[src/raster_consts.svh]
// Rasterizer constants
// Widths, tile geometry, pipeline latency and scissor register map

`ifndef RASTER_CONSTS_SVH
`define RASTER_CONSTS_SVH

// Datapath widths
`define RASTER_DIM_BITS      11
`define RASTER_COEF_BITS     16
`define RASTER_EDGE_BITS     32
`define RASTER_PID_BITS      8

// 8x8 pixel tile, walked as 4x4 quads
`define RASTER_TILE_LOGSIZE  3

`define RASTER_EDGE_LATENCY  2

// Primitives in flight between input and walker
`define RASTER_PENDING_BITS  3

// Scissor register map
`define RASTER_DCR_ADDR_BITS 2
`define RASTER_DCR_XMIN      2'd0
`define RASTER_DCR_XMAX      2'd1
`define RASTER_DCR_YMIN      2'd2
`define RASTER_DCR_YMAX      2'd3

`endif

[src/hdl/raster_pkg.sv]
// Rasterizer package
// Shared vector types and the walker state encoding

`default_nettype none

`include "raster_consts.svh"

package raster_pkg;

    typedef logic [`RASTER_DIM_BITS-1:0] raster_dim_t;
    typedef logic signed [`RASTER_COEF_BITS-1:0] raster_coef_t;
    typedef logic signed [`RASTER_EDGE_BITS-1:0] raster_edge_t;
    typedef logic [`RASTER_PID_BITS-1:0] raster_pid_t;

    // Bit index is row * 2 + column
    typedef logic [3:0] raster_mask_t;

    typedef logic [`RASTER_DCR_ADDR_BITS-1:0] raster_dcr_addr_t;

    typedef enum logic {
        WALKER_IDLE,
        WALKER_WALK
    } walker_state_t;

endpackage

`default_nettype wire

[src/hdl/raster_edge_eval.sv]
// Edge evaluator
// Two-stage pipeline computing a*x + b*y + c for three edges at the tile origin

`timescale 1ns/100ps
`default_nettype none

`include "raster_consts.svh"

module raster_edge_eval import raster_pkg::*; (
    input  wire          clk,
    input  wire          reset,

    input  wire          prim_valid,
    output logic         prim_ready,
    input  raster_dim_t  prim_x,
    input  raster_dim_t  prim_y,
    input  raster_pid_t  prim_pid,
    input  wire          prim_last,
    input  raster_coef_t edge0_a,
    input  raster_coef_t edge0_b,
    input  raster_coef_t edge0_c,
    input  raster_coef_t edge1_a,
    input  raster_coef_t edge1_b,
    input  raster_coef_t edge1_c,
    input  raster_coef_t edge2_a,
    input  raster_coef_t edge2_b,
    input  raster_coef_t edge2_c,

    output logic         eval_valid,
    output raster_dim_t  eval_x,
    output raster_dim_t  eval_y,
    output raster_pid_t  eval_pid,
    output logic         eval_last,
    output raster_edge_t eval_e0,
    output raster_edge_t eval_e1,
    output raster_edge_t eval_e2,
    output raster_coef_t eval_a0,
    output raster_coef_t eval_b0,
    output raster_coef_t eval_a1,
    output raster_coef_t eval_b1,
    output raster_coef_t eval_a2,
    output raster_coef_t eval_b2,
    input  wire          walker_ready
);

    raster_coef_t a_in [3];
    raster_coef_t b_in [3];
    raster_coef_t c_in [3];

    logic [`RASTER_EDGE_LATENCY-1:0] valid_sr;
    logic stall;

    // Stage one
    raster_edge_t s1_ax [3];
    raster_edge_t s1_by [3];
    raster_coef_t s1_c [3];
    raster_coef_t s1_a [3];
    raster_coef_t s1_b [3];
    raster_dim_t  s1_x;
    raster_dim_t  s1_y;
    raster_pid_t  s1_pid;
    logic         s1_last;

    // Stage two
    raster_edge_t e_q [3];
    raster_coef_t a_q [3];
    raster_coef_t b_q [3];

    assign a_in = '{edge0_a, edge1_a, edge2_a};
    assign b_in = '{edge0_b, edge1_b, edge2_b};
    assign c_in = '{edge0_c, edge1_c, edge2_c};

    // Whole pipeline holds while the walker refuses its output
    assign stall      = eval_valid && !walker_ready;
    assign prim_ready = !stall;
    assign eval_valid = valid_sr[`RASTER_EDGE_LATENCY-1];

    always_ff @(posedge clk) begin
        if (reset) begin
            valid_sr <= '0;
        end else if (!stall) begin
            valid_sr <= {valid_sr[`RASTER_EDGE_LATENCY-2:0], prim_valid};
        end
    end

    always_ff @(posedge clk) begin
        if (!stall) begin
            for (int i = 0; i < 3; i++) begin
                s1_ax[i] <= raster_edge_t'(a_in[i]) * raster_edge_t'(prim_x);
                s1_by[i] <= raster_edge_t'(b_in[i]) * raster_edge_t'(prim_y);
                s1_c[i]  <= c_in[i];
                s1_a[i]  <= a_in[i];
                s1_b[i]  <= b_in[i];

                e_q[i] <= s1_ax[i] + s1_by[i] + raster_edge_t'(s1_c[i]);
                a_q[i] <= s1_a[i];
                b_q[i] <= s1_b[i];
            end
            s1_x    <= prim_x;
            s1_y    <= prim_y;
            s1_pid  <= prim_pid;
            s1_last <= prim_last;

            eval_x    <= s1_x;
            eval_y    <= s1_y;
            eval_pid  <= s1_pid;
            eval_last <= s1_last;
        end
    end

    assign eval_e0 = e_q[0];
    assign eval_e1 = e_q[1];
    assign eval_e2 = e_q[2];
    assign eval_a0 = a_q[0];
    assign eval_b0 = b_q[0];
    assign eval_a1 = a_q[1];
    assign eval_b1 = b_q[1];
    assign eval_a2 = a_q[2];
    assign eval_b2 = b_q[2];

endmodule

`default_nettype wire

[config.mk]
export PLATFORM = sky130hd
export DESIGN_NAME = raster_edge_eval
export DESIGN_NICKNAME = d
export VERILOG_FILES = /design/src/hdl/raster_pkg.sv /design/src/hdl/raster_edge_eval.sv
export VERILOG_INCLUDE_DIRS = /design/src
export SDC_FILE = /design/constraint.sdc
export NUM_CORES = 2
export LEC_CHECK = 0
export ABC_CLOCK_PERIOD_IN_PS = 59400
export BUFFER_PORTS_ARGS = -buffer_cell sky130_fd_sc_hd__buf_2
export CAP_MARGIN = 20
export CORE_MARGIN = 2
export CORE_UTILIZATION = 35
export CTS_BUF_LIST = sky130_fd_sc_hd__clkbuf_8
export DETAILED_ROUTE_END_ITERATION = 8
export PLACE_DENSITY = 0.56
export SLEW_MARGIN = 5
export SYNTH_ARGS = -nofsm -noshare
export SYNTH_HDL_FRONTEND = slang
export SYNTH_SLANG_ARGS = --single-unit
[constraint.sdc]
create_clock -name clk -period 59.4 [get_ports clk]
set_clock_uncertainty 0.1 [all_clocks]
set_input_delay 11.88 -clock clk [delete_from_list [all_inputs] [get_ports clk]]
set_output_delay 11.88 -clock clk [all_outputs]
set_load 0.01 [all_outputs]
# ---- Yosys cells after proc, flatten, opt, wreduce, memory -nomap -nowiden
# Memories as Yosys holds them, arrays and structs flattened.
# Cells that the tools add are included.
dict set report classes {
  n_mul 6
  muxes 1
  n_addsub 6
  reduce_logical 3
}
# cell n
set ops {}
lappend ops {{$mul A16 B12 Y28} 6}
lappend ops {{$add A32 B16 Y32} 3}
lappend ops {{$add A32 B32 Y32} 3}
lappend ops {{$logic_not A1 Y1} 2}
lappend ops {{$logic_and A1 B1 Y1} 1}
lappend ops {{$mux W1} 1}
dict set report totals {
  ram_bits 528
  reg_bits 64
  n_memories 8
  output_inout_bits 225
}
# name depth width read_ports rd_clocked_by_memory_dff wr line
set memory_table {}
lappend memory_table {e_q 3 32 3 0 3 raster_edge_eval.sv:65} ;# raster_edge_t e_q [3];
lappend memory_table {s1_ax 3 32 3 0 3 raster_edge_eval.sv:54} ;# raster_edge_t s1_ax [3];
lappend memory_table {s1_by 3 32 3 0 3 raster_edge_eval.sv:55} ;# raster_edge_t s1_by [3];
lappend memory_table {a_q 3 16 3 0 3 raster_edge_eval.sv:66} ;# raster_coef_t a_q [3];
lappend memory_table {b_q 3 16 3 0 3 raster_edge_eval.sv:67} ;# raster_coef_t b_q [3];
lappend memory_table {s1_a 3 16 3 0 3 raster_edge_eval.sv:57} ;# raster_coef_t s1_a [3];
lappend memory_table {{2 more memories} - - - - - -}

# ---- Logic depth before layout (Yosys ltp)
dict set report depth {
  ltp_word 3
  depth_mapped 23
}

# ---- Worst setup path after synthesis
# Ideal clock, no wire load.
dict set report synth_path {
  path_kind {input to output}
  start {input port walker_ready}
  end {output port prim_ready}
  path_stages 1
  required_ns 47.420
  arrival_time_ns 25.479
  slack_ns 21.941
  path_buffers 0
  path_cell_list {nand2b_1}
}
dict set report synth_via {
  elab_chain_cells 3
}
# item line
set synth_lines {}
lappend synth_lines {{from (decl)} raster_edge_eval.sv:43} ;# input wire walker_ready
lappend synth_lines {{$logic_not A1 Y1} raster_edge_eval.sv:74} ;# assign stall = eval_valid && !walker_ready;
lappend synth_lines {{$logic_and A1 B1 Y1} raster_edge_eval.sv:74}
lappend synth_lines {{$logic_not A1 Y1} -}
lappend synth_lines {{to (decl)} raster_edge_eval.sv:14} ;# output logic prim_ready,
# Every way passes these cells.

# ---- Worst setup path after layout
# Same ends and word-level chain as after synthesis.

==> flow_summary.ini <==
[status]
run_status = complete, no violations

[logic_synthesis]
synth_area_leaders = fa_1 (34%), edfxtp_1 (27%), ha_1 (9.2%), inv_1 (8.4%), nand2_1 (4.9%)
yosysUniqueCellTypes = 76
synthSimpleGateAreaFrac_pct = 10.7
synth_compound_area_share_pct = 5.79
seq_area_frac_synth_pct = 27.5
syn_area_per_cell_um2 = 10.6
synth-xor-area-share_pct = 3.23
synth_edf_count = 566
yosysWarnings = 0
yosysTopAreaCell = fa_1
ys_seq_elements = 568
synth_top_family_by_area = adder cells
synth_most_common_cell = inv_1
synthCells = 5877
synth.net_count = 7565
syn_area_um2 = 62000
synth.area.mux_share_pct = 0.0161
synth_common_cells = inv_1 (1385), fa_1 (1053), nand2_1 (816), edfxtp_1 (566), ha_1 (456)
synth_flop_cell = edfxtp_1
synth_top_area_share_pct = 34.0
synthArstFlopShare_pct = 0
synth-adder-area-share_pct = 43.2

[critical_path]
crit_family = simple AND/OR/NAND/NOR gates
crit_path_frequent_cell = buf_2
slowest_delay_ps = 500
critPathBufInv = 2
cpMaxStageDelayCell = nand2b_4
cp.arrival_ps = 12730
timing.rr.start = s1_c[0][47]
required_ps = 47420
cp-start-kind = input pin
ff2ff_setup_slack_ps = 55100
reg2reg_depth = 11
path_cells = buf_2 > nand2b_4 > buf_2
r2r-end = e_q[0][92]
crit_type = input pin to output port
crit_path_end_kind = output port
crit_fanout = 45

[clock_network]
clockRootBuffer = clkbuf_8
clk_pin_slew_worst_paths_ps = 60
cts_tree = built
post_cts_buffers = 0
cts_num_sinks = 568
cts_resized = 0
clkLatencyLatePin_ps = 870
cts_max_level = 3
hold_buffers = 0
cts_buffer_depth = 3
cts_buffers = 108

[place]
io_buffers = 403
gp_congestion = 0.844
post_dp_cell_area_um2 = 66400
dp_hpwl_mm = 120

[drt]
vias_per_cell = 4.69
vias = 40500
firstDrtPassIters = 6
wl_per_cell_um = 17.6
first_iter_violations = 1617
drc = 0
drt-total-wl_mm = 152
drtAntennaViolNets = 0

[die]
die_x_um = 425
die-area_um2 = 181000
core_um2 = 176000
floorplan.initialDensity_pct = 35.2
num_rows = 154
die_h_um = 425
io_pins = 404

[global_routing]
grt_max_degree = 193
grt_pass1_wl_mm = 243
antenna_found_initial = 10
grt_util_all_layers_pct = 17.4
grt_pass1_vias = 44300
overflow = 0

[timing]
timing.final.crit_period_ps = 24710
setup_viol = 0
final-hold-violation-count = 0
max_freq_mhz = 40.5
fin_setup_tns_ps = 0
rsz0062_at_grt = false
worst_slew_pin_slew_ps = 1300
slew_headroom_pct = 13.4
min_period_over_period_pct = 41.6
drv_slew = 0

[cells_and_area]
fin_area_um2 = 68700
final_util_pct = 39.0
layout-drive-gt1-share_pct = 9.74
area_growth_pct = 10.7
fin_nets = 7897

[job]
maxCapViolCount = 0

[hold_path]
hold_depth = 0
hold_start = s1_b[0][36]
worstHoldPathType = flip-flop to flip-flop
whs_endpoint = b_q[0][36]
==> metal layers <==
layer	up-vias	global-route usage [%]	wire length [µm]
met4	2	6.60	6370
met2	675	33.5	84100
met5	-	0	13
met3	233	2.32	5030
met1	20900	19.1	56600
li1	18700	-	-
==> worst reg2reg max path, stage by stage, from the launching register on <==
cell       delay [ps]
edfxtp_1          910
fa_1              580
ha_1              360
a21o_1            180
a21o_1            170
a21oi_1           210
o21ai_1           180
a2111oi_2         450
o31ai_1           180
a221o_1           340
a21oi_2           150
xnor2_1           260
==> layout make-up <==
class | count | area, µm²
flip-flops and latches | 568 | 17000
clock buffers | 108 | 1490
clock inverters | 85 | 766
diodes | 6 | 15.0
multi-input cells | 3716 | 39000
inverters | 1385 | 5200
fillers | 17500 | 107000
repair buffers | 430 | 2230
well taps | 2340 | 2930
==> how the worst max path moves through the flow <==
| stage | end | depth (start not counted) | from | slack, ps |
|---|---|---|---|---|
| 3_5_place_dp | prim_ready | 3 | walker_ready | 34660 |
| 6_report | prim_ready | 3 | walker_ready | 34690 |
| 5_1_grt | prim_ready | 3 | walker_ready | 34590 |
| 4_1_cts | prim_ready | 3 | walker_ready | 34670 |
| 2_1_floorplan | prim_ready | 1 | walker_ready | 21940 |
| 3_3_place_gp | prim_ready | 3 | walker_ready | 34690 |
==> cells in the final DEF (no fill, tap or decap), drive strengths merged, types with 9 or more instances in the layout <==
cell type	count
or3	18
o21bai	16
clkinvlp	9
xnor2	186
a31oi	20
xor2	43
o211ai	11
clkinv	32
a21oi	161
nand2	816
edfxtp	566
fa	1053
o21a	45
nand3	31
nor2b	25
buf	430
clkbuf	108
nor3	32
and3	13
nor2	111
and2	332
bufinv	13
inv	1416
ha	456
a211oi	21
a211o	9
nand2b	31
o21ai	108
a21o	74
==> sequential cells by signal, summed over array words and instances, names as in the netlist <==
| name | flops |
|---|---|
| s1_b | 48 |
| s1_ax | 84 |
| e_q | 96 |
| eval_y | 11 |
| b_q | 48 |
| valid_sr | 2 |
| s1_a | 48 |
| s1_last | 1 |
| eval_pid | 8 |
| eval_last | 1 |
| a_q | 48 |
| eval_x | 11 |
| s1_c | 48 |
| s1_pid | 8 |
| s1_x | 11 |
| s1_by | 84 |
| s1_y | 11 |
==> kinds of logic (layout without fill, tap and decap cells) <==
kind of cell	Yosys count	count (layout)
buffers and inverters	1593	2008
and+or+nand+nor	1439	1439
AOI/OAI and AO/OA	538	538
xor gates and xnor gates	229	229
adders and majority gates	1509	1509
DFF	568	568
muxes	1	1
other	0	6
==> metrics by stage <==
step / setup slack [ps] / hold WS, ps / std cells
finish: 34690 / 279 / 8638
global placement: 34690 / 301 / 8439
CTS: 34670 / 244 / 8632
floorplan: 21940 / 300 / 5877
global route: 34590 / 257 / 8635
detailed placement: 34660 / 305 / 8439
Power is left out: the tool's default activity adds up to more than one toggle a clock period on the data nets, which glitch-free logic cannot reach.
