===== config.mk =====
export PLATFORM = sky130hd
export DESIGN_NAME = raster_quad_walker
export DESIGN_NICKNAME = d
export VERILOG_FILES = /design/src/hdl/raster_pkg.sv /design/src/hdl/raster_quad_walker.sv
export VERILOG_INCLUDE_DIRS = /design/src
export SDC_FILE = /design/constraint.sdc
export NUM_CORES = 1
export LEC_CHECK = 0
export ABC_AREA = 1
export BUFFER_PORTS_ARGS = -buffer_cell sky130_fd_sc_hd__buf_2
export CORE_ASPECT_RATIO = 1.1
export CORE_UTILIZATION = 45
export DETAILED_ROUTE_END_ITERATION = 8
export PLACE_DENSITY_LB_ADDON = 0.08
export SLEW_MARGIN = 30
export SYNTH_ARGS = -nofsm -noshare
export SYNTH_HDL_FRONTEND = slang
export SYNTH_SLANG_ARGS = --single-unit

===== constraint.sdc =====
create_clock -name clk -period 5 [get_ports clk]
set_input_delay 0.25 -clock clk [delete_from_list [all_inputs] [get_ports clk]]
set_output_delay 0.25 -clock clk [all_outputs]
set_load 0.01 [all_outputs]

===== src/raster_consts.svh =====
// Rasterizer constants
// Widths, tile geometry, pipeline latency and scissor register map

`ifndef RASTER_CONSTS_SVH
`define RASTER_CONSTS_SVH

// Datapath widths
`define RASTER_DIM_BITS      11
`define RASTER_COEF_BITS     16
`define RASTER_EDGE_BITS     32
`define RASTER_PID_BITS      8

// 8x8 pixel tile, walked as 4x4 quads
`define RASTER_TILE_LOGSIZE  3

`define RASTER_EDGE_LATENCY  2

// Primitives in flight between input and walker
`define RASTER_PENDING_BITS  3

// Scissor register map
`define RASTER_DCR_ADDR_BITS 2
`define RASTER_DCR_XMIN      2'd0
`define RASTER_DCR_XMAX      2'd1
`define RASTER_DCR_YMIN      2'd2
`define RASTER_DCR_YMAX      2'd3

`endif


===== src/hdl/raster_pkg.sv =====
// Rasterizer package
// Shared vector types and the walker state encoding

`default_nettype none

`include "raster_consts.svh"

package raster_pkg;

    typedef logic [`RASTER_DIM_BITS-1:0] raster_dim_t;
    typedef logic signed [`RASTER_COEF_BITS-1:0] raster_coef_t;
    typedef logic signed [`RASTER_EDGE_BITS-1:0] raster_edge_t;
    typedef logic [`RASTER_PID_BITS-1:0] raster_pid_t;

    // Bit index is row * 2 + column
    typedef logic [3:0] raster_mask_t;

    typedef logic [`RASTER_DCR_ADDR_BITS-1:0] raster_dcr_addr_t;

    typedef enum logic {
        WALKER_IDLE,
        WALKER_WALK
    } walker_state_t;

endpackage

`default_nettype wire


===== src/hdl/raster_quad_walker.sv =====
// Quad walker
// Steps the 2x2 quads of one tile, forms scissored coverage masks
// and emits the non-empty quads

`timescale 1ns/100ps
`default_nettype none

`include "raster_consts.svh"

module raster_quad_walker import raster_pkg::*; (
    input  wire          clk,
    input  wire          reset,

    input  wire          eval_valid,
    output logic         walker_ready,
    input  raster_dim_t  eval_x,
    input  raster_dim_t  eval_y,
    input  raster_pid_t  eval_pid,
    input  wire          eval_last,
    input  raster_edge_t eval_e0,
    input  raster_edge_t eval_e1,
    input  raster_edge_t eval_e2,
    input  raster_coef_t eval_a0,
    input  raster_coef_t eval_b0,
    input  raster_coef_t eval_a1,
    input  raster_coef_t eval_b1,
    input  raster_coef_t eval_a2,
    input  raster_coef_t eval_b2,

    input  raster_dim_t  xmin,
    input  raster_dim_t  xmax,
    input  raster_dim_t  ymin,
    input  raster_dim_t  ymax,

    output logic         quad_valid,
    input  wire          quad_ready,
    output raster_dim_t  quad_x,
    output raster_dim_t  quad_y,
    output raster_mask_t quad_mask,
    output raster_pid_t  quad_pid,
    output logic         quad_last,

    output logic         tile_done,
    output logic         tile_last
);

    walker_state_t state;

    raster_edge_t e_in [3];
    raster_coef_t a_in [3];
    raster_coef_t b_in [3];

    raster_dim_t  tile_x;
    raster_dim_t  tile_y;
    raster_pid_t  pid_q;
    logic         last_q;
    raster_coef_t a_q [3];
    raster_coef_t b_q [3];
    raster_edge_t row_e [3];
    raster_edge_t cur_e [3];
    logic [`RASTER_TILE_LOGSIZE-2:0] qx;
    logic [`RASTER_TILE_LOGSIZE-2:0] qy;

    raster_dim_t  cur_x;
    raster_dim_t  cur_y;
    logic [1:0]   col_in;
    logic [1:0]   row_in;
    raster_mask_t edge_mask;
    raster_mask_t mask;
    logic         step;
    logic         tile_end;

    assign e_in = '{eval_e0, eval_e1, eval_e2};
    assign a_in = '{eval_a0, eval_a1, eval_a2};
    assign b_in = '{eval_b0, eval_b1, eval_b2};

    assign walker_ready = (state == WALKER_IDLE);

    // Advance unless a quad is held and not taken
    assign step     = (state == WALKER_WALK) && (!quad_valid || quad_ready);
    assign tile_end = (&qx) && (&qy);

    assign cur_x = tile_x + raster_dim_t'({qx, 1'b0});
    assign cur_y = tile_y + raster_dim_t'({qy, 1'b0});

    // Pixel offsets within the quad are 0, a, b and a+b
    always_comb begin
        edge_mask = '1;
        for (int i = 0; i < 3; i++) begin
            if (cur_e[i] < 0)
                edge_mask[0] = 1'b0;
            if (cur_e[i] + raster_edge_t'(a_q[i]) < 0)
                edge_mask[1] = 1'b0;
            if (cur_e[i] + raster_edge_t'(b_q[i]) < 0)
                edge_mask[2] = 1'b0;
            if (cur_e[i] + raster_edge_t'(a_q[i]) + raster_edge_t'(b_q[i]) < 0)
                edge_mask[3] = 1'b0;
        end
    end

    // Scissor test per column and row, int keeps x+1 from wrapping
    assign col_in[0] = (cur_x >= xmin) && (cur_x < xmax);
    assign col_in[1] = (int'(cur_x) + 1 >= int'(xmin)) && (int'(cur_x) + 1 < int'(xmax));
    assign row_in[0] = (cur_y >= ymin) && (cur_y < ymax);
    assign row_in[1] = (int'(cur_y) + 1 >= int'(ymin)) && (int'(cur_y) + 1 < int'(ymax));

    assign mask = edge_mask & {row_in[1] & col_in[1], row_in[1] & col_in[0],
                               row_in[0] & col_in[1], row_in[0] & col_in[0]};

    always_ff @(posedge clk) begin
        if (reset) begin
            state      <= WALKER_IDLE;
            quad_valid <= 1'b0;
            tile_done  <= 1'b0;
        end else begin
            tile_done <= 1'b0;
            if (quad_valid && quad_ready)
                quad_valid <= 1'b0;
            case (state)
                WALKER_IDLE: begin
                    if (eval_valid)
                        state <= WALKER_WALK;
                end
                WALKER_WALK: begin
                    if (step) begin
                        if (mask != '0)
                            quad_valid <= 1'b1;
                        if (tile_end) begin
                            state     <= WALKER_IDLE;
                            tile_done <= 1'b1;
                        end
                    end
                end
                default: state <= WALKER_IDLE;
            endcase
        end
    end

    always_ff @(posedge clk) begin
        if (walker_ready && eval_valid) begin
            tile_x <= eval_x;
            tile_y <= eval_y;
            pid_q  <= eval_pid;
            last_q <= eval_last;
            a_q    <= a_in;
            b_q    <= b_in;
            row_e  <= e_in;
            cur_e  <= e_in;
            qx     <= '0;
            qy     <= '0;
        end else if (step) begin
            if (mask != '0) begin
                quad_x    <= cur_x;
                quad_y    <= cur_y;
                quad_mask <= mask;
                quad_pid  <= pid_q;
                quad_last <= last_q;
            end
            if (&qx) begin
                // Next row starts 2b below the current row start
                qx <= '0;
                qy <= qy + 1'b1;
                for (int i = 0; i < 3; i++) begin
                    row_e[i] <= row_e[i] + (raster_edge_t'(b_q[i]) <<< 1);
                    cur_e[i] <= row_e[i] + (raster_edge_t'(b_q[i]) <<< 1);
                end
            end else begin
                qx <= qx + 1'b1;
                for (int i = 0; i < 3; i++)
                    cur_e[i] <= cur_e[i] + (raster_edge_t'(a_q[i]) <<< 1);
            end
            if (tile_end)
                tile_last <= last_q;
        end
    end

endmodule

`default_nettype wire


* Word level (Yosys, flattened, before mapping)
Index checks and enable logic that the tools add are counted.
** Word-level totals
- Register bits :: 362
- Bits of input ports :: 271
- Output and inout port bits :: 39
** Cells by class
- Add/subtract/negate cells :: 21
- $lt $le $gt $ge :: 20
- Multiplexer cells :: 28
- Bitwise operators :: 8
- Reduce and logical (&&, ||, !) cells :: 20
** Operator list (number)
- two-way mux 96 bit :: 6
- less-than comparator 32 x 1 -> 1 bit (second input constant) :: 12
- adder 32 x 16 -> 32 bit :: 9
- adder 32 x 17 -> 32 bit :: 6
- greater-or-equal comparator 32 x 12 -> 1 bit :: 2
- adder 11 x 1 -> 12 bit (second input constant) :: 2
- less-than comparator 12 x 11 -> 1 bit :: 2
- adder 11 x 3 -> 11 bit :: 2
- greater-or-equal comparator 11 bit :: 2
- less-than comparator 11 bit :: 2
- two-way mux 1 bit :: 20
- AND reduction 3 bit :: 3
- logical AND 1 bit :: 8
- AND reduction 2 bit :: 3
- adder 2 x 1 -> 2 bit (second input constant) :: 2
- bitwise AND 1 bit :: 4
- bitwise AND 4 bit :: 1
- nonzero test 2 bit :: 2
- nonzero test 4 bit :: 1
- NOT 1 bit :: 3
- OR reduction 3 bit :: 1
- two-way mux 2 bit :: 1
- case mux 1 bit (2 select lines) :: 1
- zero test 1 bit :: 1
- logical OR 1 bit :: 1

* Depth between registers and ports, before layout
- Word-level depth :: 11
- Mapped depth :: 29

* Worst setup path before layout
OpenSTA, ideal clock, no wires.
- Path kind :: reg-to-reg
- From :: register state
- To :: register cur_e[78] (netlist name) (data pin)
- Arrival time :: 5.322 ns
- Required time :: 4.842 ns
- Path slack :: -0.480 ns
- Stages on the path, launching flop included :: 9
- Buffers on the path :: 3
- Period minus slack after synthesis :: 5.480 ns
- Path through :: dfxtp_1 inv_1 nand2_1 inv_1 buf_2 buf_1 clkbuf_1 nand2_1 nand2_1
** On the way
- Cells in the longest elaborated chain, start to end :: 3
** Ends and longest elaborated chain
- from (decl) :: line raster_quad_walker.sv:47 : walker_state_t state;
- from (signal assigned) :: line raster_quad_walker.sv:112 : state <= WALKER_IDLE;
- from (signal assigned) :: line raster_quad_walker.sv:122 : state <= WALKER_WALK;
- from (signal assigned) :: line raster_quad_walker.sv:129 : state <= WALKER_IDLE;
- NOT 1 bit
- net walker_ready :: line raster_quad_walker.sv:15 : output logic walker_ready,
- logical AND 1 bit :: line raster_quad_walker.sv:140 : if (walker_ready && eval_valid) begin
- two-way mux 96 bit :: line raster_quad_walker.sv:140
- to (signal assigned) :: line raster_quad_walker.sv:148 : cur_e <= e_in;
- to (signal, indexed assignment) :: line raster_quad_walker.sv:165 : cur_e[i] <= row_e[i] + (raster_edge_t'(b_q[i]) <<< 1);
- to (signal, indexed assignment) :: line raster_quad_walker.sv:170 : cur_e[i] <= cur_e[i] + (raster_edge_t'(a_q[i]) <<< 1);
- to (decl) :: line raster_quad_walker.sv:60 : raster_edge_t cur_e [3];
The timed path passes the listed nets, and every way through them passes these cells.
A chain may end at the register's enable or synchronous reset.

* Worst setup path in the final report
- From :: register a_q[32] (netlist name)
- To :: register quad_x[9], enable pin
** On the way
- Cells in the longest elaborated chain, start to end :: 9
- Elaborated cells between the ends (all ways) :: 13
- Classes of those cells :: 2 x add/sub; 2 x order compare; 6 x mux; 1 x bitwise; 2 x reduce/logical
** Ends and longest elaborated chain
- from (decl) :: line raster_quad_walker.sv:57 : raster_coef_t a_q [3];
- from (signal assigned) :: line raster_quad_walker.sv:145 : a_q <= a_in;
- adder 32 x 16 -> 32 bit * :: line raster_quad_walker.sv:92, raster_quad_walker.sv:96
- adder 32 x 16 -> 32 bit :: line raster_quad_walker.sv:96 : if (cur_e[i] + raster_edge_t'(a_q[i]) + raster_edge_t'(b_q[i]) < 0)
- less-than comparator 32 x 1 -> 1 bit :: line raster_quad_walker.sv:96
- two-way mux 1 bit (3 in a row) :: line raster_quad_walker.sv:96
- bitwise AND 4 bit * :: line raster_quad_walker.sv:107 : assign mask = edge_mask & {row_in[1] & col_in[1], row_in[1] & col_in[0],
- nonzero test 4 bit * :: line raster_quad_walker.sv:152 : if (mask != '0) begin
- AND reduction 3 bit (no source line) *
- to (signal assigned) :: line raster_quad_walker.sv:153 : quad_x <= cur_x;
- to (decl) :: line raster_quad_walker.sv:37 : output raster_dim_t quad_x,
Mark *: on every way between the ends. The rest lies on a longest branch, timed or not.

==> flow_summary.yaml <==
detailed_routing:
  via_per_inst: 5.38
  drtPass1Iterations: 6
  routed_wl_mm: 105
  dr_total_vias: 31214
  antenna_left: 0
  drt_iter0_drc: 1997
  post_drt_wl_per_cell_um: 18.1
  drc: 0
critical_path:
  crit_type: "flip-flop to flip-flop"
  end_kind: "flip-flop"
  slowest_stage: "fa_1"
  critPathRequiredTime_ns: 5.30
  arrival_ns: 5.02
  critPathMaxStageDelay_ns: 0.42
  setup.worst_path.start_class: "flip-flop"
  cp_common_cell: "nand2_1"
  crit_path_max_fanout: 9
floorplan:
  coreArea_um2: 74500
  dieArea_um2: 76200
  start_util_pct: 45.4
  io_pins: 310
  die_h_um: 289
  rows: 105
  die_w_um: 263
clocking:
  cts_sinks: 362
  clk_pin_slew_worst_paths_ns: 0.06
  worstSkewPairLatency_ns: 0.58
  h-tree-depth: 2
  tritoncts: "built"
  cts_buffer_depth: 3
  cts-buffers-inserted: 45
  cts_root_buf: "clkbuf_16"
finish:
  regArea_um2: 10800
  final_net_count: 5585
  drive_above_1_share_pct: 10.7
  area_growth_pct: 18.4
  multi_input_area_um2: 21100
  layout_commonest_cell: "nand2_1"
  final_cell_mix: "975 x nand2_1, 495 x ha_1, 485 x inv_1, 424 x a21oi_1, 355 x edfxtp_1"
  final_area_um2: 40000
  fillers: 7251
power_and_ir_drop:
  p_leak_nw: 18.7
  power.density_nw_per_um2: 444
  peakVddDrop_mv: 0.280
  total_power_mw: 17.8
synth:
  synth_area_per_cell_um2: 7.85
  syn_inst: 4303
  synth_edf_count: 355
  yosysWarnings: 0
  synthesis.area_um2: 33800
  ys_seq_elements: 362
  synth_flop_cell: "edfxtp_1"
  yosysSeqAreaShare_pct: 32.0
  synth_nets: 5084
  synth.distinct_cells: 66
  async_reset_ff_share_pct: 0
grt:
  antenna_found_initial: 1
  grt_pass1_vias: 30166
  grt_overflow: 0
  grt_max_degree: 151
  grt_usage_pct: 27.1
  grt_pass1_wl_mm: 163
placement:
  pre_cts_ws_ns: 0.0503
  port-buffer-count: 309
  dpl-instance-area_um2: 36600
  gp_routability_congestion: 0.936
  dp.final_hpwl_mm: 82.4
timing:
  fin_ws_ns: 0.278
  hold_violations: 0
  fmax_mhz: 212
  drv_slew: 0
  fin_setup_tns_ns: 0
  relSlewSlack_pct: 40.2
  min_period_ns: 4.72
  fin_skew_ns: 0.0123
  finalSetupViolations: 0
  fin_crit_sh_pct: 94.4
  whs_ns: 0.0332
  tightest_slew_ns: 0.897
outcome:
  status: "finished, final reports clean"
job:
  cap_violations: 0
hold_path:
  holdCritPathClass: "input pin to flip-flop"
==> worst paths after layout <==
kind,depth (start not counted),end,startpoint,slack [ns]
worst min-delay path,3,cur_e[44]$_DFFE_PP_,eval_e1[12],0.03
worst max-delay path,27,quad_x[9]$_DFFE_PP_,a_q[32]$_DFFE_PP_,0.28
worst min register to register,0,quad_pid[7]$_DFFE_PP_,pid_q[7]$_DFFE_PP_,0.42
worst max register to register,27,quad_x[9]$_DFFE_PP_,a_q[32]$_DFFE_PP_,0.28
==> power by group <==
| part | total, mW | switching, mW | internal (mW) |
|---|---|---|---|
| Combinational | 9.87 | 6.17 | 3.69 |
| Sequential | 4.44 | 0.385 | 4.06 |
| Clock | 3.47 | 1.39 | 2.08 |
==> through the flow <==
step / instances / utilization (%)
floorplan: 4303 / -
global placement: 5549 / 49.2
detailed placement: 5549 / 49.2
CTS: 5795 / 53.4
global route: 5804 / 53.7
finish: 5804 / 53.7
==> routing by layer <==
metal	GRT usage (%)	share of wire [%]	vias to the layer above
met5	0	0	-
li1	-	-	15989
met1	35.4	45	14366
met3	2.50	4.2	124
met4	6.14	2.0	0
met2	48.3	48	735
==> sequential cells by signal, indices dropped and copies added (netlist names), 11 cells and up <==
register and cells:
quad_y 11, tile_y 11, cur_e 96, row_e 96
a_q 48, tile_x 11, quad_x 11, b_q 48
==> cell type report <==
class	instances	share of cell area, %
sequential	362	27.0
clock inverter	30	0.844
multi-input combinational	3396	52.7
timing repair buffer	505	8.84
tap	963	3.01
clock buffer	53	3.00
antenna	1	0.00625
inverter	494	4.66
==> worst max-delay path, delay by kind of cell (launching register included) <==
| family | cells | cell delay [ns] |
|---|---|---|
| fa+ha+maj | 3 | 0.96 |
| buf+inv | 3 | 0.36 |
| xor+xnor | 1 | 0.09 |
| compound gates | 7 | 1.07 |
| simple gates | 13 | 1.54 |
| flops | 1 | 0.40 |
==> kinds of logic after synthesis <==
kind of cell / synth area share [%]
AND/OR/NAND/NOR: 20.8
AO/OA/AOI/OAI: 17.0
buffers and inverters: 6.11
adder cells (fa/ha/maj): 19.1
flip-flops: 32.0
XOR/XNOR: 5.03
==> synth_stat cells (all sizes together) (3+ instances only) <==
| library cell | instances | area share [%] |
|---|---|---|
| and3 | 3 | 0.056 |
| xnor2 | 69 | 1.8 |
| a31oi | 44 | 0.83 |
| o221ai | 9 | 0.23 |
| nor2 | 313 | 3.5 |
| o2111ai | 4 | 0.10 |
| nand2 | 994 | 11 |
| clkbuf | 40 | 0.45 |
| a21oi | 441 | 6.7 |
| or2 | 29 | 0.54 |
| o21ai | 348 | 5.2 |
| nor3 | 55 | 0.83 |
| o21a | 21 | 0.47 |
| o22ai | 4 | 0.074 |
| nand3 | 193 | 2.9 |
| a211oi | 5 | 0.11 |
| fa | 11 | 0.65 |
| nor4 | 16 | 0.34 |
| a31o | 4 | 0.10 |
| a221oi | 5 | 0.13 |
| buf | 11 | 0.17 |
| a21o | 37 | 0.83 |
| o21bai | 33 | 0.74 |
| a21boi | 11 | 0.24 |
| o211a | 3 | 0.089 |
| a32o | 9 | 0.27 |
| xor2 | 125 | 3.2 |
| dfxtp | 7 | 0.41 |
| nand3b | 12 | 0.27 |
| inv | 492 | 5.5 |
| edfxtp | 355 | 32 |
| o31ai | 9 | 0.20 |
| nand4 | 60 | 1.1 |
| ha | 499 | 18 |
| o211ai | 20 | 0.46 |
==> repair_timing <==
item,4_1_cts,5_1_grt
endpoints found under the hold margin,181,0
hold buffers,163,0
buffers inserted,0,6
endpoints found under the setup margin,0,35
gates resized for setup,0,25
No activity file was read; power rests on OpenSTA's default activity.
