## src/raster_consts.svh

```systemverilog
// Rasterizer constants
// Widths, tile geometry, pipeline latency and scissor register map

`ifndef RASTER_CONSTS_SVH
`define RASTER_CONSTS_SVH

// Datapath widths
`define RASTER_DIM_BITS      11
`define RASTER_COEF_BITS     16
`define RASTER_EDGE_BITS     32
`define RASTER_PID_BITS      8

// 8x8 pixel tile, walked as 4x4 quads
`define RASTER_TILE_LOGSIZE  3

`define RASTER_EDGE_LATENCY  2

// Primitives in flight between input and walker
`define RASTER_PENDING_BITS  3

// Scissor register map
`define RASTER_DCR_ADDR_BITS 2
`define RASTER_DCR_XMIN      2'd0
`define RASTER_DCR_XMAX      2'd1
`define RASTER_DCR_YMIN      2'd2
`define RASTER_DCR_YMAX      2'd3

`endif

```

## src/hdl/raster_pkg.sv

```systemverilog
// Rasterizer package
// Shared vector types and the walker state encoding

`default_nettype none

`include "raster_consts.svh"

package raster_pkg;

    typedef logic [`RASTER_DIM_BITS-1:0] raster_dim_t;
    typedef logic signed [`RASTER_COEF_BITS-1:0] raster_coef_t;
    typedef logic signed [`RASTER_EDGE_BITS-1:0] raster_edge_t;
    typedef logic [`RASTER_PID_BITS-1:0] raster_pid_t;

    // Bit index is row * 2 + column
    typedef logic [3:0] raster_mask_t;

    typedef logic [`RASTER_DCR_ADDR_BITS-1:0] raster_dcr_addr_t;

    typedef enum logic {
        WALKER_IDLE,
        WALKER_WALK
    } walker_state_t;

endpackage

`default_nettype wire

```

## src/hdl/raster_dcr.sv

```systemverilog
// Scissor register block
// Holds the clip rectangle, written through a simple register port

`timescale 1ns/100ps
`default_nettype none

`include "raster_consts.svh"

module raster_dcr import raster_pkg::*; (
    input  wire              clk,
    input  wire              reset,

    input  wire              dcr_wr_valid,
    input  raster_dcr_addr_t dcr_wr_addr,
    input  raster_dim_t      dcr_wr_data,

    output raster_dim_t      xmin,
    output raster_dim_t      xmax,
    output raster_dim_t      ymin,
    output raster_dim_t      ymax
);

    always_ff @(posedge clk) begin
        if (reset) begin
            // Whole screen
            xmin <= '0;
            xmax <= '1;
            ymin <= '0;
            ymax <= '1;
        end else if (dcr_wr_valid) begin
            case (dcr_wr_addr)
                `RASTER_DCR_XMIN: xmin <= dcr_wr_data;
                `RASTER_DCR_XMAX: xmax <= dcr_wr_data;
                `RASTER_DCR_YMIN: ymin <= dcr_wr_data;
                `RASTER_DCR_YMAX: ymax <= dcr_wr_data;
                default: ;
            endcase
        end
    end

endmodule

`default_nettype wire

```

## config.mk

```make
export PLATFORM = sky130hd
export DESIGN_NAME = raster_dcr
export DESIGN_NICKNAME = d
export VERILOG_FILES = /design/src/hdl/raster_pkg.sv /design/src/hdl/raster_dcr.sv
export VERILOG_INCLUDE_DIRS = /design/src
export SDC_FILE = /design/constraint.sdc
export NUM_CORES = 1
export LEC_CHECK = 0
export BUFFER_PORTS_ARGS = -buffer_cell sky130_fd_sc_hd__buf_2
export CAP_MARGIN = 10
export CORE_MARGIN = 1.5
export CORE_UTILIZATION = 53
export DETAILED_ROUTE_END_ITERATION = 6
export PLACE_DENSITY = 0.83
export RECOVER_POWER = 50
export SKIP_LAST_GASP = 1
export SYNTH_ARGS = -nofsm -noshare
export SYNTH_HDL_FRONTEND = slang
export SYNTH_SLANG_ARGS = --single-unit
```

## constraint.sdc

```tcl
create_clock -name clk -period 1.37 [get_ports clk]
set_input_delay 0.2055 -clock clk [delete_from_list [all_inputs] [get_ports clk]]
set_output_delay 0.2055 -clock clk [all_outputs]
set_load 0.02 [all_outputs]
```

# [After elaboration in Yosys (flattened, before gate mapping)]
# Index checks and enable logic that the tools add are counted.
[totals] reg_bits=44 inputBits=16 output_inout_bits=44 elab_cells=12
[classes] n_eq_ne=3 n_reduce_logical=5
[ops] op="AND reduction 2 bit" count=4
[ops] op="equality test 2 bit, second input constant" count=2
[ops] op="equality test 2 x 1 -> 1 bit, second input constant" count=1
[ops] op="logical NOT 2 bit" count=1

# [Longest topological paths before layout]
# Gate-level depths: netlist of the first run.
[logic_depth] depth_word=2 depth_mapped=4 ltp_nobuf=2

# [Least setup slack after synthesis of the first run]
# OpenSTA, ideal clock, no wires.
[synth_path] kind="input-to-reg" startpoint="in dcr_wr_addr[1]" endpoint="reg xmin[2]" setup_ps=119 t_arrival_ps=835 path_slack_ps=416 path_stages=3 cell_sequence="or3b_1 -> buf_6 -> mux2i_1"
[synth_via] elab_chain_cells=2
[synth_lines] element="from (decl)" line="raster_dcr.sv:14" rtl="input raster_dcr_addr_t dcr_wr_addr,"
[synth_lines] element="logical NOT 2 bit" line="raster_dcr.sv:31" rtl="case (dcr_wr_addr)"
[synth_lines] element="AND reduction 2 bit (no line)"
[synth_lines] element="to (signal assigned)" line="raster_dcr.sv:32" rtl="`RASTER_DCR_XMIN: xmin <= dcr_wr_data;"
[synth_lines] element="to (decl)" line="raster_dcr.sv:17" rtl="output raster_dim_t xmin,"
# Every way passes these cells.
# A chain may end at the register's enable or synchronous reset.

# [Worst setup path in the final report of the first run]
[layout_path] startpoint="reg ymin[5]" endpoint="out ymin[5]"
[layout_lines] element="from (decl)" line="raster_dcr.sv:19" rtl="output raster_dim_t ymin,"
[layout_lines] element="from (signal assigned)" line="raster_dcr.sv:34" rtl="`RASTER_DCR_YMIN: ymin <= dcr_wr_data;"
# No word-level cell between the ends.

==> impl_metrics.env, run 1 <==
export IMPL_run_status="finished clean"
export IMPL_place_ws_ps=115
export IMPL_powerDensity_nw_per_um2=1270
export IMPL_hold_end="ymax[0]"
export IMPL_die_w_microns=60.7
export IMPL_max_stage_delay_ps=370
export IMPL_r2r_start="ymax[3]"
export IMPL_leakage_nw=1.04
export IMPL_cts_resized=0
export IMPL_power_w=0.00280
export IMPL_core_sq_um=3100
export IMPL_hp_class="input pin to flip-flop"
export IMPL_critPathArrivalTime_ps=900
export IMPL_netlist_area_sq_um=1760
export IMPL_cts_root_buf="clkbuf_4"
export IMPL_post_route_util_pct=71.0
export IMPL_postSynthCellCount=171
export IMPL_setup_ws_ps=265
export IMPL_crit_path_max_fanout=2
export IMPL_finalSetupViolCount=0
export IMPL_cp_slowest_cell="dfxtp_1"
export IMPL_synth_seq_cells=44
export IMPL_hpwl_microns=2470
export IMPL_grt_use_total_pct=21.0
export IMPL_grt_pass1_wl_microns=5610
export IMPL_drtIter0Drc=91
export IMPL_synth_compound_area_share_pct=0
export IMPL_vias=1297
export IMPL_path_buf_inv=1
export IMPL_clkTransAtPathRegs_ps=130
export IMPL_r2r_cells=2
export IMPL_crit_required_ps=1160
export IMPL_port_buffers=59
export IMPL_antenna_found_initial=0
export IMPL_synth_adder_area_share_pct=0
export IMPL_yosysWarnings=0
export IMPL_criticalPathCategory="flip-flop to output pin"
export IMPL_design_portCount=60
export IMPL_min_path_cells=3
export IMPL_area_growth_pct=24.8
export IMPL_clkSinkCount=44
export IMPL_cp_top_family="flip-flops"
export IMPL_via_per_inst=4.75
export IMPL_ys_types=13
export IMPL_critPathLaunchType="flip-flop"
export IMPL_synthesis_nets=187
export IMPL_worst_slew_pin_slew_ps=683
export IMPL_row_count=20
export IMPL_die_height_microns=60.7
export IMPL_r2r_setup_slack_ps=680
export IMPL_max_freq_mhz=905
export IMPL_diodes=0
export IMPL_final_period_utilization_pct=80.6
export IMPL_postCtsSetupBuffers=0
export IMPL_syn_avg_cell_area_sq_um=10.3
export IMPL_post_drt_wl_per_cell_microns=12.8
export IMPL_yosys_area_share_simple_pct=21.8
export IMPL_globalplace_congestion=0.709
export IMPL_r2r_end="ymax[3]"
export IMPL_first_pass_iters=4
export IMPL_gr_total_overflow=0
export IMPL_ctsHoldBuffers=0
export IMPL_clock_latency_ps=360
export IMPL_seq_area_frac_synth_pct=49.9
export IMPL_final_nets=244
export IMPL_final_common_cell="buf_2"
export IMPL_cts_buffers=5
export IMPL_final_antenna_net_count=0
export IMPL_start_util_pct=56.9
export IMPL_mostFrequentLayoutCells="buf_2, mux2i_1, dfxtp_1"
export IMPL_peakVddDrop_mv=0.990
export IMPL_drc=0
export IMPL_dieArea_sq_um=3680
export IMPL_grt_pass1_vias=1199
export IMPL_end_kind="output pin"
export IMPL_layout_drive_gt1_share_pct=29.7
export IMPL_synth_xor_area_share_pct=0
export IMPL_clk_path_buf_depth=2
export IMPL_timing_setup_tns_ps=0
export IMPL_synth_top_family_by_area="multiplexers"
export IMPL_max_cap_viol_count=0
export IMPL_skew_ps=0
export IMPL_synth_mux_area_share_pct=25.0
export IMPL_drv_slew=0
export IMPL_wl_microns=3500
export IMPL_rsz0062_at_grt="false"
export IMPL_worstPathCellList="buf_2"
export IMPL_hp_start="dcr_wr_data[0]"
export IMPL_grt_max_degree=67
export IMPL_cts_htree_levels=2
export IMPL_cts_tree="yes"
export IMPL_post_route_min_period_ps=1100
export IMPL_hold_violations=0
export IMPL_relSlewSlack_pct=54.5
[cell usage after synthesis]
cell type | number | share of area (%)
and3b_2 | 2 | 1.1
buf_2 | 5 | 1.4
buf_4 | 1 | 0.43
buf_6 | 1 | 0.64
clkbuf_1 | 4 | 0.85
dfxtp_1 | 44 | 50
mux2i_1 | 44 | 25
nand2b_1 | 33 | 12
nand3_1 | 1 | 0.28
nand3b_1 | 1 | 0.43
nor2_1 | 33 | 7.0
nor3b_2 | 1 | 0.71
or3b_1 | 1 | 0.50
[metrics by stage]
step           instances  hold slack [ps]  area [sq um]
4_1_cts              273              127          2210
5_1_grt              273              134          2200
3_5_place_dp         265              457          2080
3_3_place_gp         265              460          2080
6_report             273              133          2200
2_1_floorplan        171              377          1760
[final cells by class]
type / count / area (sq um)
clock buffers: 5 / 37.5
clock inverters: 3 / 90.1
fillers: 262 / 901
multi-input cells: 116 / 817
flip-flops and latches: 44 / 881
well taps: 44 / 55.1
repair buffers: 61 / 322
[worst register-to-register path: stages, from the launching register on]
cell and delay (ps):
dfxtp_1 330, nor2_1 130, mux2i_1 110
[logic make-up (layout without fill, tap and decap cells)]
family                 count (synthesis)  count (layout)
buffers and inverters                 11              69
multiplexers                          44              44
flip-flops                            44              44
AND/OR/NAND/NOR                       72              72
[layer usage]
metal	track usage [%]	vias up	routed length, microns
li1	-	671	-
met1	30.0	577	1770
met2	28.6	39	1440
met3	7.68	10	209
met4	8.39	0	73
met5	0	-	0
[state kept, by name, indices dropped and copies added (netlist names)]
name	cells
ymax	11
ymin	11
xmax	11
xmin	11
[how the worst max path moves through the flow]
stage	start	end	slack, ps	depth (start not counted)
floorplan	dcr_wr_addr[1]	xmin[2]	420	3
global placement	dcr_wr_addr[1]	xmin[2]	130	3
detailed placement	dcr_wr_addr[1]	xmin[8]	110	3
CTS	ymin[5]	ymin[5]	250	1
global route	xmax[9]	xmax[9]	210	1
finish	ymin[5]	ymin[5]	270	1
[where the power goes]
group | switching (W) | total [W] | internal (W) | leakage, nW
Combinational | 0.000172 | 0.000291 | 0.000119 | 0.619
Sequential | 0.0000225 | 0.00135 | 0.00133 | 0.359
Clock | 0.000413 | 0.00116 | 0.000752 | 0.0654
(Power assumes the default switching activity.)
==> inputs of run 2 (changes only) <==
- CORE_UTILIZATION: 53 -> 49
- PLACE_DENSITY: 0.83 -> 0.77
- clock period: 1.37 -> 1.1 ns (I/O delays scaled with it)
==> run 2 against run 1 <==
Utilization down 7.1 points. Via count up 1.0%. Die area up 7.8%. Register-to-register slack worse by 220 ps. Routed wire length down 1.1%. Setup slack worse by 200 ps. Combinational power up 26%. First-iteration DRC count down 30%. Cell area down 1.7%. Cell count up 2.6%. Clock power down 30%. Sequential cell count unchanged. Largest cell class unchanged.
==> impl_metrics.env, run 2 (synthesized netlist as in run 1, its figures left out) <==
export IMPL_nFillCells=287
export IMPL_p_int_w=0.00212
export IMPL_criticalPathCategory="flip-flop to output pin"
export IMPL_core_sq_um=3390
export IMPL_grt_pass1_vias=1232
export IMPL_max_cap_viol_count=0
export IMPL_relSlewSlack_pct=67.3
export IMPL_first_pass_iters=4
export IMPL_sequentialPowerShare_pct=58.6
export IMPL_final_antenna_net_count=0
export IMPL_end_kind="output pin"
export IMPL_cts_root_buf="clkbuf_4"
export IMPL_grt_max_degree=34
export IMPL_gr_total_overflow=0
export IMPL_rsz0062_at_grt="false"
export IMPL_crit_path_max_fanout=2
export IMPL_final_period_utilization_pct=94.4
export IMPL_drc=0
export IMPL_globalplace_congestion=0.729
export IMPL_critPathLaunchType="flip-flop"
export IMPL_drv_slew=0
export IMPL_cts_buffers=5
export IMPL_path_buf_inv=1
export IMPL_clkSinkCount=44
export IMPL_critPathArrivalTime_ps=870
export IMPL_wl_met1_microns=1780
export IMPL_leakage_nw=1.02
export IMPL_cp_endpoint="xmax[8]"
export IMPL_vias=1310
export IMPL_dp_cells=272
export IMPL_wl_microns=3460
export IMPL_grt_pass1_wl_microns=5790
export IMPL_run_status="finished clean"
export IMPL_design_portCount=60
export IMPL_die_height_microns=63.0
export IMPL_p_comb_share_pct=12.8
export IMPL_postCtsSetupBuffers=0
export IMPL_cp_slowest_cell="dfxtp_1"
export IMPL_switching_share_pct=26.0
export IMPL_worst_slew_pin_slew_ps=490
export IMPL_max_stage_delay_ps=370
export IMPL_instances_no_fill=280
export IMPL_diodes=0
export IMPL_r2r_setup_slack_ps=460
export IMPL_final_common_cell="buf_2"
export IMPL_r2r_end="xmax[5]"
export IMPL_hold_worst_slack_ps=100
export IMPL_port_buffers=59
export IMPL_r2r_start="xmax[5]"
export IMPL_timing_setup_tns_ps=0
export IMPL_highest_layer="met4"
export IMPL_drtIter0Drc=64
export IMPL_max_freq_mhz=963
export IMPL_finalSetupViolCount=0
export IMPL_cp_top_family="flip-flops"
export IMPL_clk_path_buf_depth=2
export IMPL_die_w_microns=63.0
export IMPL_dieArea_sq_um=3970
export IMPL_p_sw_w=0.000745
export IMPL_clkTransAtPathRegs_ps=130
export IMPL_final_nets=249
export IMPL_cts_htree_levels=2
export IMPL_wl_met3_microns=180
export IMPL_grt_use_total_pct=18.4
export IMPL_r2r_cells=2
export IMPL_hold_violations=0
export IMPL_post_drt_wl_per_cell_microns=12.3
export IMPL_crit_cells=1
export IMPL_clkPwrFrac_pct=28.5
export IMPL_antenna_found_initial=0
export IMPL_crit_start="xmax[8]"
export IMPL_via_per_inst=4.68
export IMPL_wl_met2_microns=1470
export IMPL_crit_required_ps=940
export IMPL_hpwl_microns=2580
export IMPL_area_growth_pct=22.7
export IMPL_row_count=21
export IMPL_powerDensity_nw_per_um2=1320
export IMPL_worstPathCellList="buf_2"
export IMPL_start_util_pct=52.0
export IMPL_layout_drive_gt1_share_pct=30.8
export IMPL_post_route_min_period_ps=1040
export IMPL_peakVddDrop_mv=0.877
export IMPL_mostFrequentLayoutCells="buf_2, mux2i_1, dfxtp_1"
export IMPL_skew_ps=0
export IMPL_clock_latency_ps=340
export IMPL_post_route_util_pct=63.9
export IMPL_cts_tree="yes"
export IMPL_hp_class="input pin to flip-flop"
run 2: changes by cell type in the layout (fill, tap and decap cells not counted), sizes merged:
cell,previous run,this run
clkinvlp,0,1
clkbuf,6,13
bufinv,3,0
run 2: power by group through the flow:
stage | combinational [W] | sequential [W] | clock [W]
2_1_floorplan | 0.000170 | 0.00178 | 0
3_3_place_gp | 0.000383 | 0.00171 | 0
3_5_place_dp | 0.000386 | 0.00171 | 0
4_1_cts | 0.000387 | 0.00168 | 0.000828
5_1_grt | 0.000399 | 0.00169 | 0.000894
6_report | 0.000367 | 0.00168 | 0.000816
run 2: repair_timing:
action,in CTS,in global routing
hold buffers,0,0
gates resized for setup,0,2
endpoints found under the setup margin,0,2
run 2: worst min path at each step:
stage                         start        to  slack, ps  cells after the start
floorplan           dcr_wr_data[10]  ymax[10]        340                      2
global placement     dcr_wr_data[8]   ymax[8]        460                      3
detailed placement          ymin[2]   ymin[2]        460                      2
CTS                  dcr_wr_data[2]   ymax[2]        100                      3
global route         dcr_wr_data[0]   ymax[0]        120                      3
finish               dcr_wr_data[2]   ymax[2]        100                      3
run 2: per-layer routing:
layer | vias up | track usage, %
met5 | - | 0
met4 | 0 | 6.67
met3 | 2 | 4.14
met2 | 35 | 26.7
met1 | 593 | 26.6
li1 | 680 | -
run 2: stage by stage:
step / cell area [sq um] / setup slack, ps / power [W]
final: 2160 / 61.4 / 0.00286
after global routing: 2160 / 9.32 / 0.00298
after CTS: 2210 / 34.6 / 0.00289
after detailed placement: 2150 / 9.08 / 0.00210
after global placement: 2150 / 31.2 / 0.00210
after floorplan: 1760 / 187 / 0.00195
run 2: final cells by class:
class	instances	area (sq um)	area share, %
flip-flops and latches	44	883	40.8
multi-input cells	116	817	37.7
repair buffers	66	344	15.9
well taps	46	57.6	2.66
clock buffers	7	55.1	2.54
clock inverters	1	7.51	0.347
==> inputs of run 3 (changes only) <==
- BUFFER_PORTS_ARGS: -buffer_cell sky130_fd_sc_hd__buf_2 -> -buffer_cell sky130_fd_sc_hd__buf_4
==> run 3 against run 2 <==
Cell count down 0.71%. Routed wire length increased by 8.2%. Hold slack better by 8.4 ps. Sequential power is essentially flat. Setup slack improved by 0.52 ps. Via count up 3.8%. Largest power group unchanged.
==> impl_metrics.env, run 3 (synthesized netlist as in run 1, its figures left out) <==
export IMPL_run_status="finished clean"
export IMPL_hp_class="input pin to flip-flop"
export IMPL_vias=1360
export IMPL_post_route_min_period_ps=1040
export IMPL_core_sq_um=3390
export IMPL_final_antenna_net_count=0
export IMPL_cts_root_buf="clkbuf_4"
export IMPL_crit_required_ps=940
export IMPL_die_w_microns=63.0
export IMPL_cts_htree_levels=2
export IMPL_max_cap_viol_count=0
export IMPL_drv_slew=0
export IMPL_grt_pass1_wl_microns=6280
export IMPL_drc=0
export IMPL_cts_tree="yes"
export IMPL_dpl_cell_area_sq_um=2290
export IMPL_clk_path_buf_depth=2
export IMPL_start_util_pct=52.0
export IMPL_timing_setup_tns_ps=0
export IMPL_gr_total_overflow=0
export IMPL_path_buf_inv=1
export IMPL_grt_pass1_vias=1319
export IMPL_worst_slew_pin_slew_ps=616
export IMPL_globalplace_congestion=0.712
export IMPL_worstPathCellList="buf_4"
export IMPL_cts_buffers=5
export IMPL_rsz0062_at_grt="false"
export IMPL_leakage_nw=1.08
export IMPL_area_growth_pct=31.0
export IMPL_mostFrequentLayoutCells="buf_4, mux2i_1, dfxtp_1"
export IMPL_row_count=21
export IMPL_via_per_inst=4.89
export IMPL_layout_drive_gt1_share_pct=30.6
export IMPL_postCtsSetupBuffers=0
export IMPL_critPathArrivalTime_ps=870
export IMPL_peakVddDrop_mv=1.01
export IMPL_power_w=0.00289
export IMPL_cts_resized=0
export IMPL_powerDensity_nw_per_um2=1250
export IMPL_wl_microns=3740
export IMPL_antenna_found_initial=0
export IMPL_fin_area_sq_um=2310
export IMPL_crit_path_max_fanout=2
export IMPL_max_freq_mhz=963
export IMPL_skew_ps=0
export IMPL_hpwl_microns=2850
export IMPL_grt_use_total_pct=19.7
export IMPL_ctsHoldBuffers=0
export IMPL_post_drt_wl_per_cell_microns=13.5
export IMPL_clock_latency_ps=320
export IMPL_relSlewSlack_pct=58.8
export IMPL_diodes=0
export IMPL_port_buffers=59
export IMPL_dieArea_sq_um=3970
export IMPL_die_height_microns=63.0
export IMPL_final_nets=247
export IMPL_grt_max_degree=28
export IMPL_final_period_utilization_pct=94.4
export IMPL_finalSetupViolCount=0
export IMPL_criticalPathCategory="flip-flop to output pin"
export IMPL_end_kind="output pin"
export IMPL_max_stage_delay_ps=380
export IMPL_dp_cells=270
export IMPL_clkSinkCount=44
export IMPL_clkTransAtPathRegs_ps=130
export IMPL_final_common_cell="buf_4"
export IMPL_post_route_util_pct=68.2
export IMPL_instances_no_fill=278
export IMPL_first_pass_iters=4
export IMPL_design_portCount=60
export IMPL_cp_top_family="flip-flops"
export IMPL_hold_violations=0
export IMPL_drtIter0Drc=58
export IMPL_critPathLaunchType="flip-flop"
export IMPL_cp_slowest_cell="dfxtp_1"
==> run 3: final timing paths <==
check	from	endpoint	slack [ps]	depth (start not counted)
max	ymax[9]	ymax[9]	60	1
min	dcr_wr_data[9]	ymax[9]	110	3
max reg2reg	xmin[0]	xmin[0]	440	2
min reg2reg	ymin[2]	ymin[2]	480	2
==> run 3: cell type report <==
class	instances	area [sq um]
clock inverter	2	10.0
timing repair buffer	64	494
tap	46	57.6
clock buffer	6	51.3
fill	279	1080
sequential	44	881
multi-input combinational	116	817
==> run 3: report_power, final <==
| part | internal, W | switching [W] | leakage, nW | total (W) |
|---|---|---|---|---|
| registers | 0.00165 | 0.0000313 | 0.359 | 0.00168 |
| logic | 0.000200 | 0.000220 | 0.687 | 0.000420 |
| clock network | 0.000305 | 0.000487 | 0.0380 | 0.000792 |
| total | 0.00216 | 0.000738 | 1.08 | 0.00289 |
==> run 3: metrics by stage <==
stage | hold WS (ps) | setup slack, ps
6_report | 108 | 61.9
5_1_grt | 94.0 | 20.2
4_1_cts | 95.1 | 57.2
3_5_place_dp | 456 | -3.81
3_3_place_gp | 446 | 4.26
2_1_floorplan | 336 | 187
==> run 3: routing by layer <==
metal	vias to the layer above	routed length, microns	global-route usage (%)
met5	-	0	0
met4	0	19	5.00
met3	2	200	5.23
met2	33	1770	31.5
met1	646	1760	26.5
li1	679	-	-
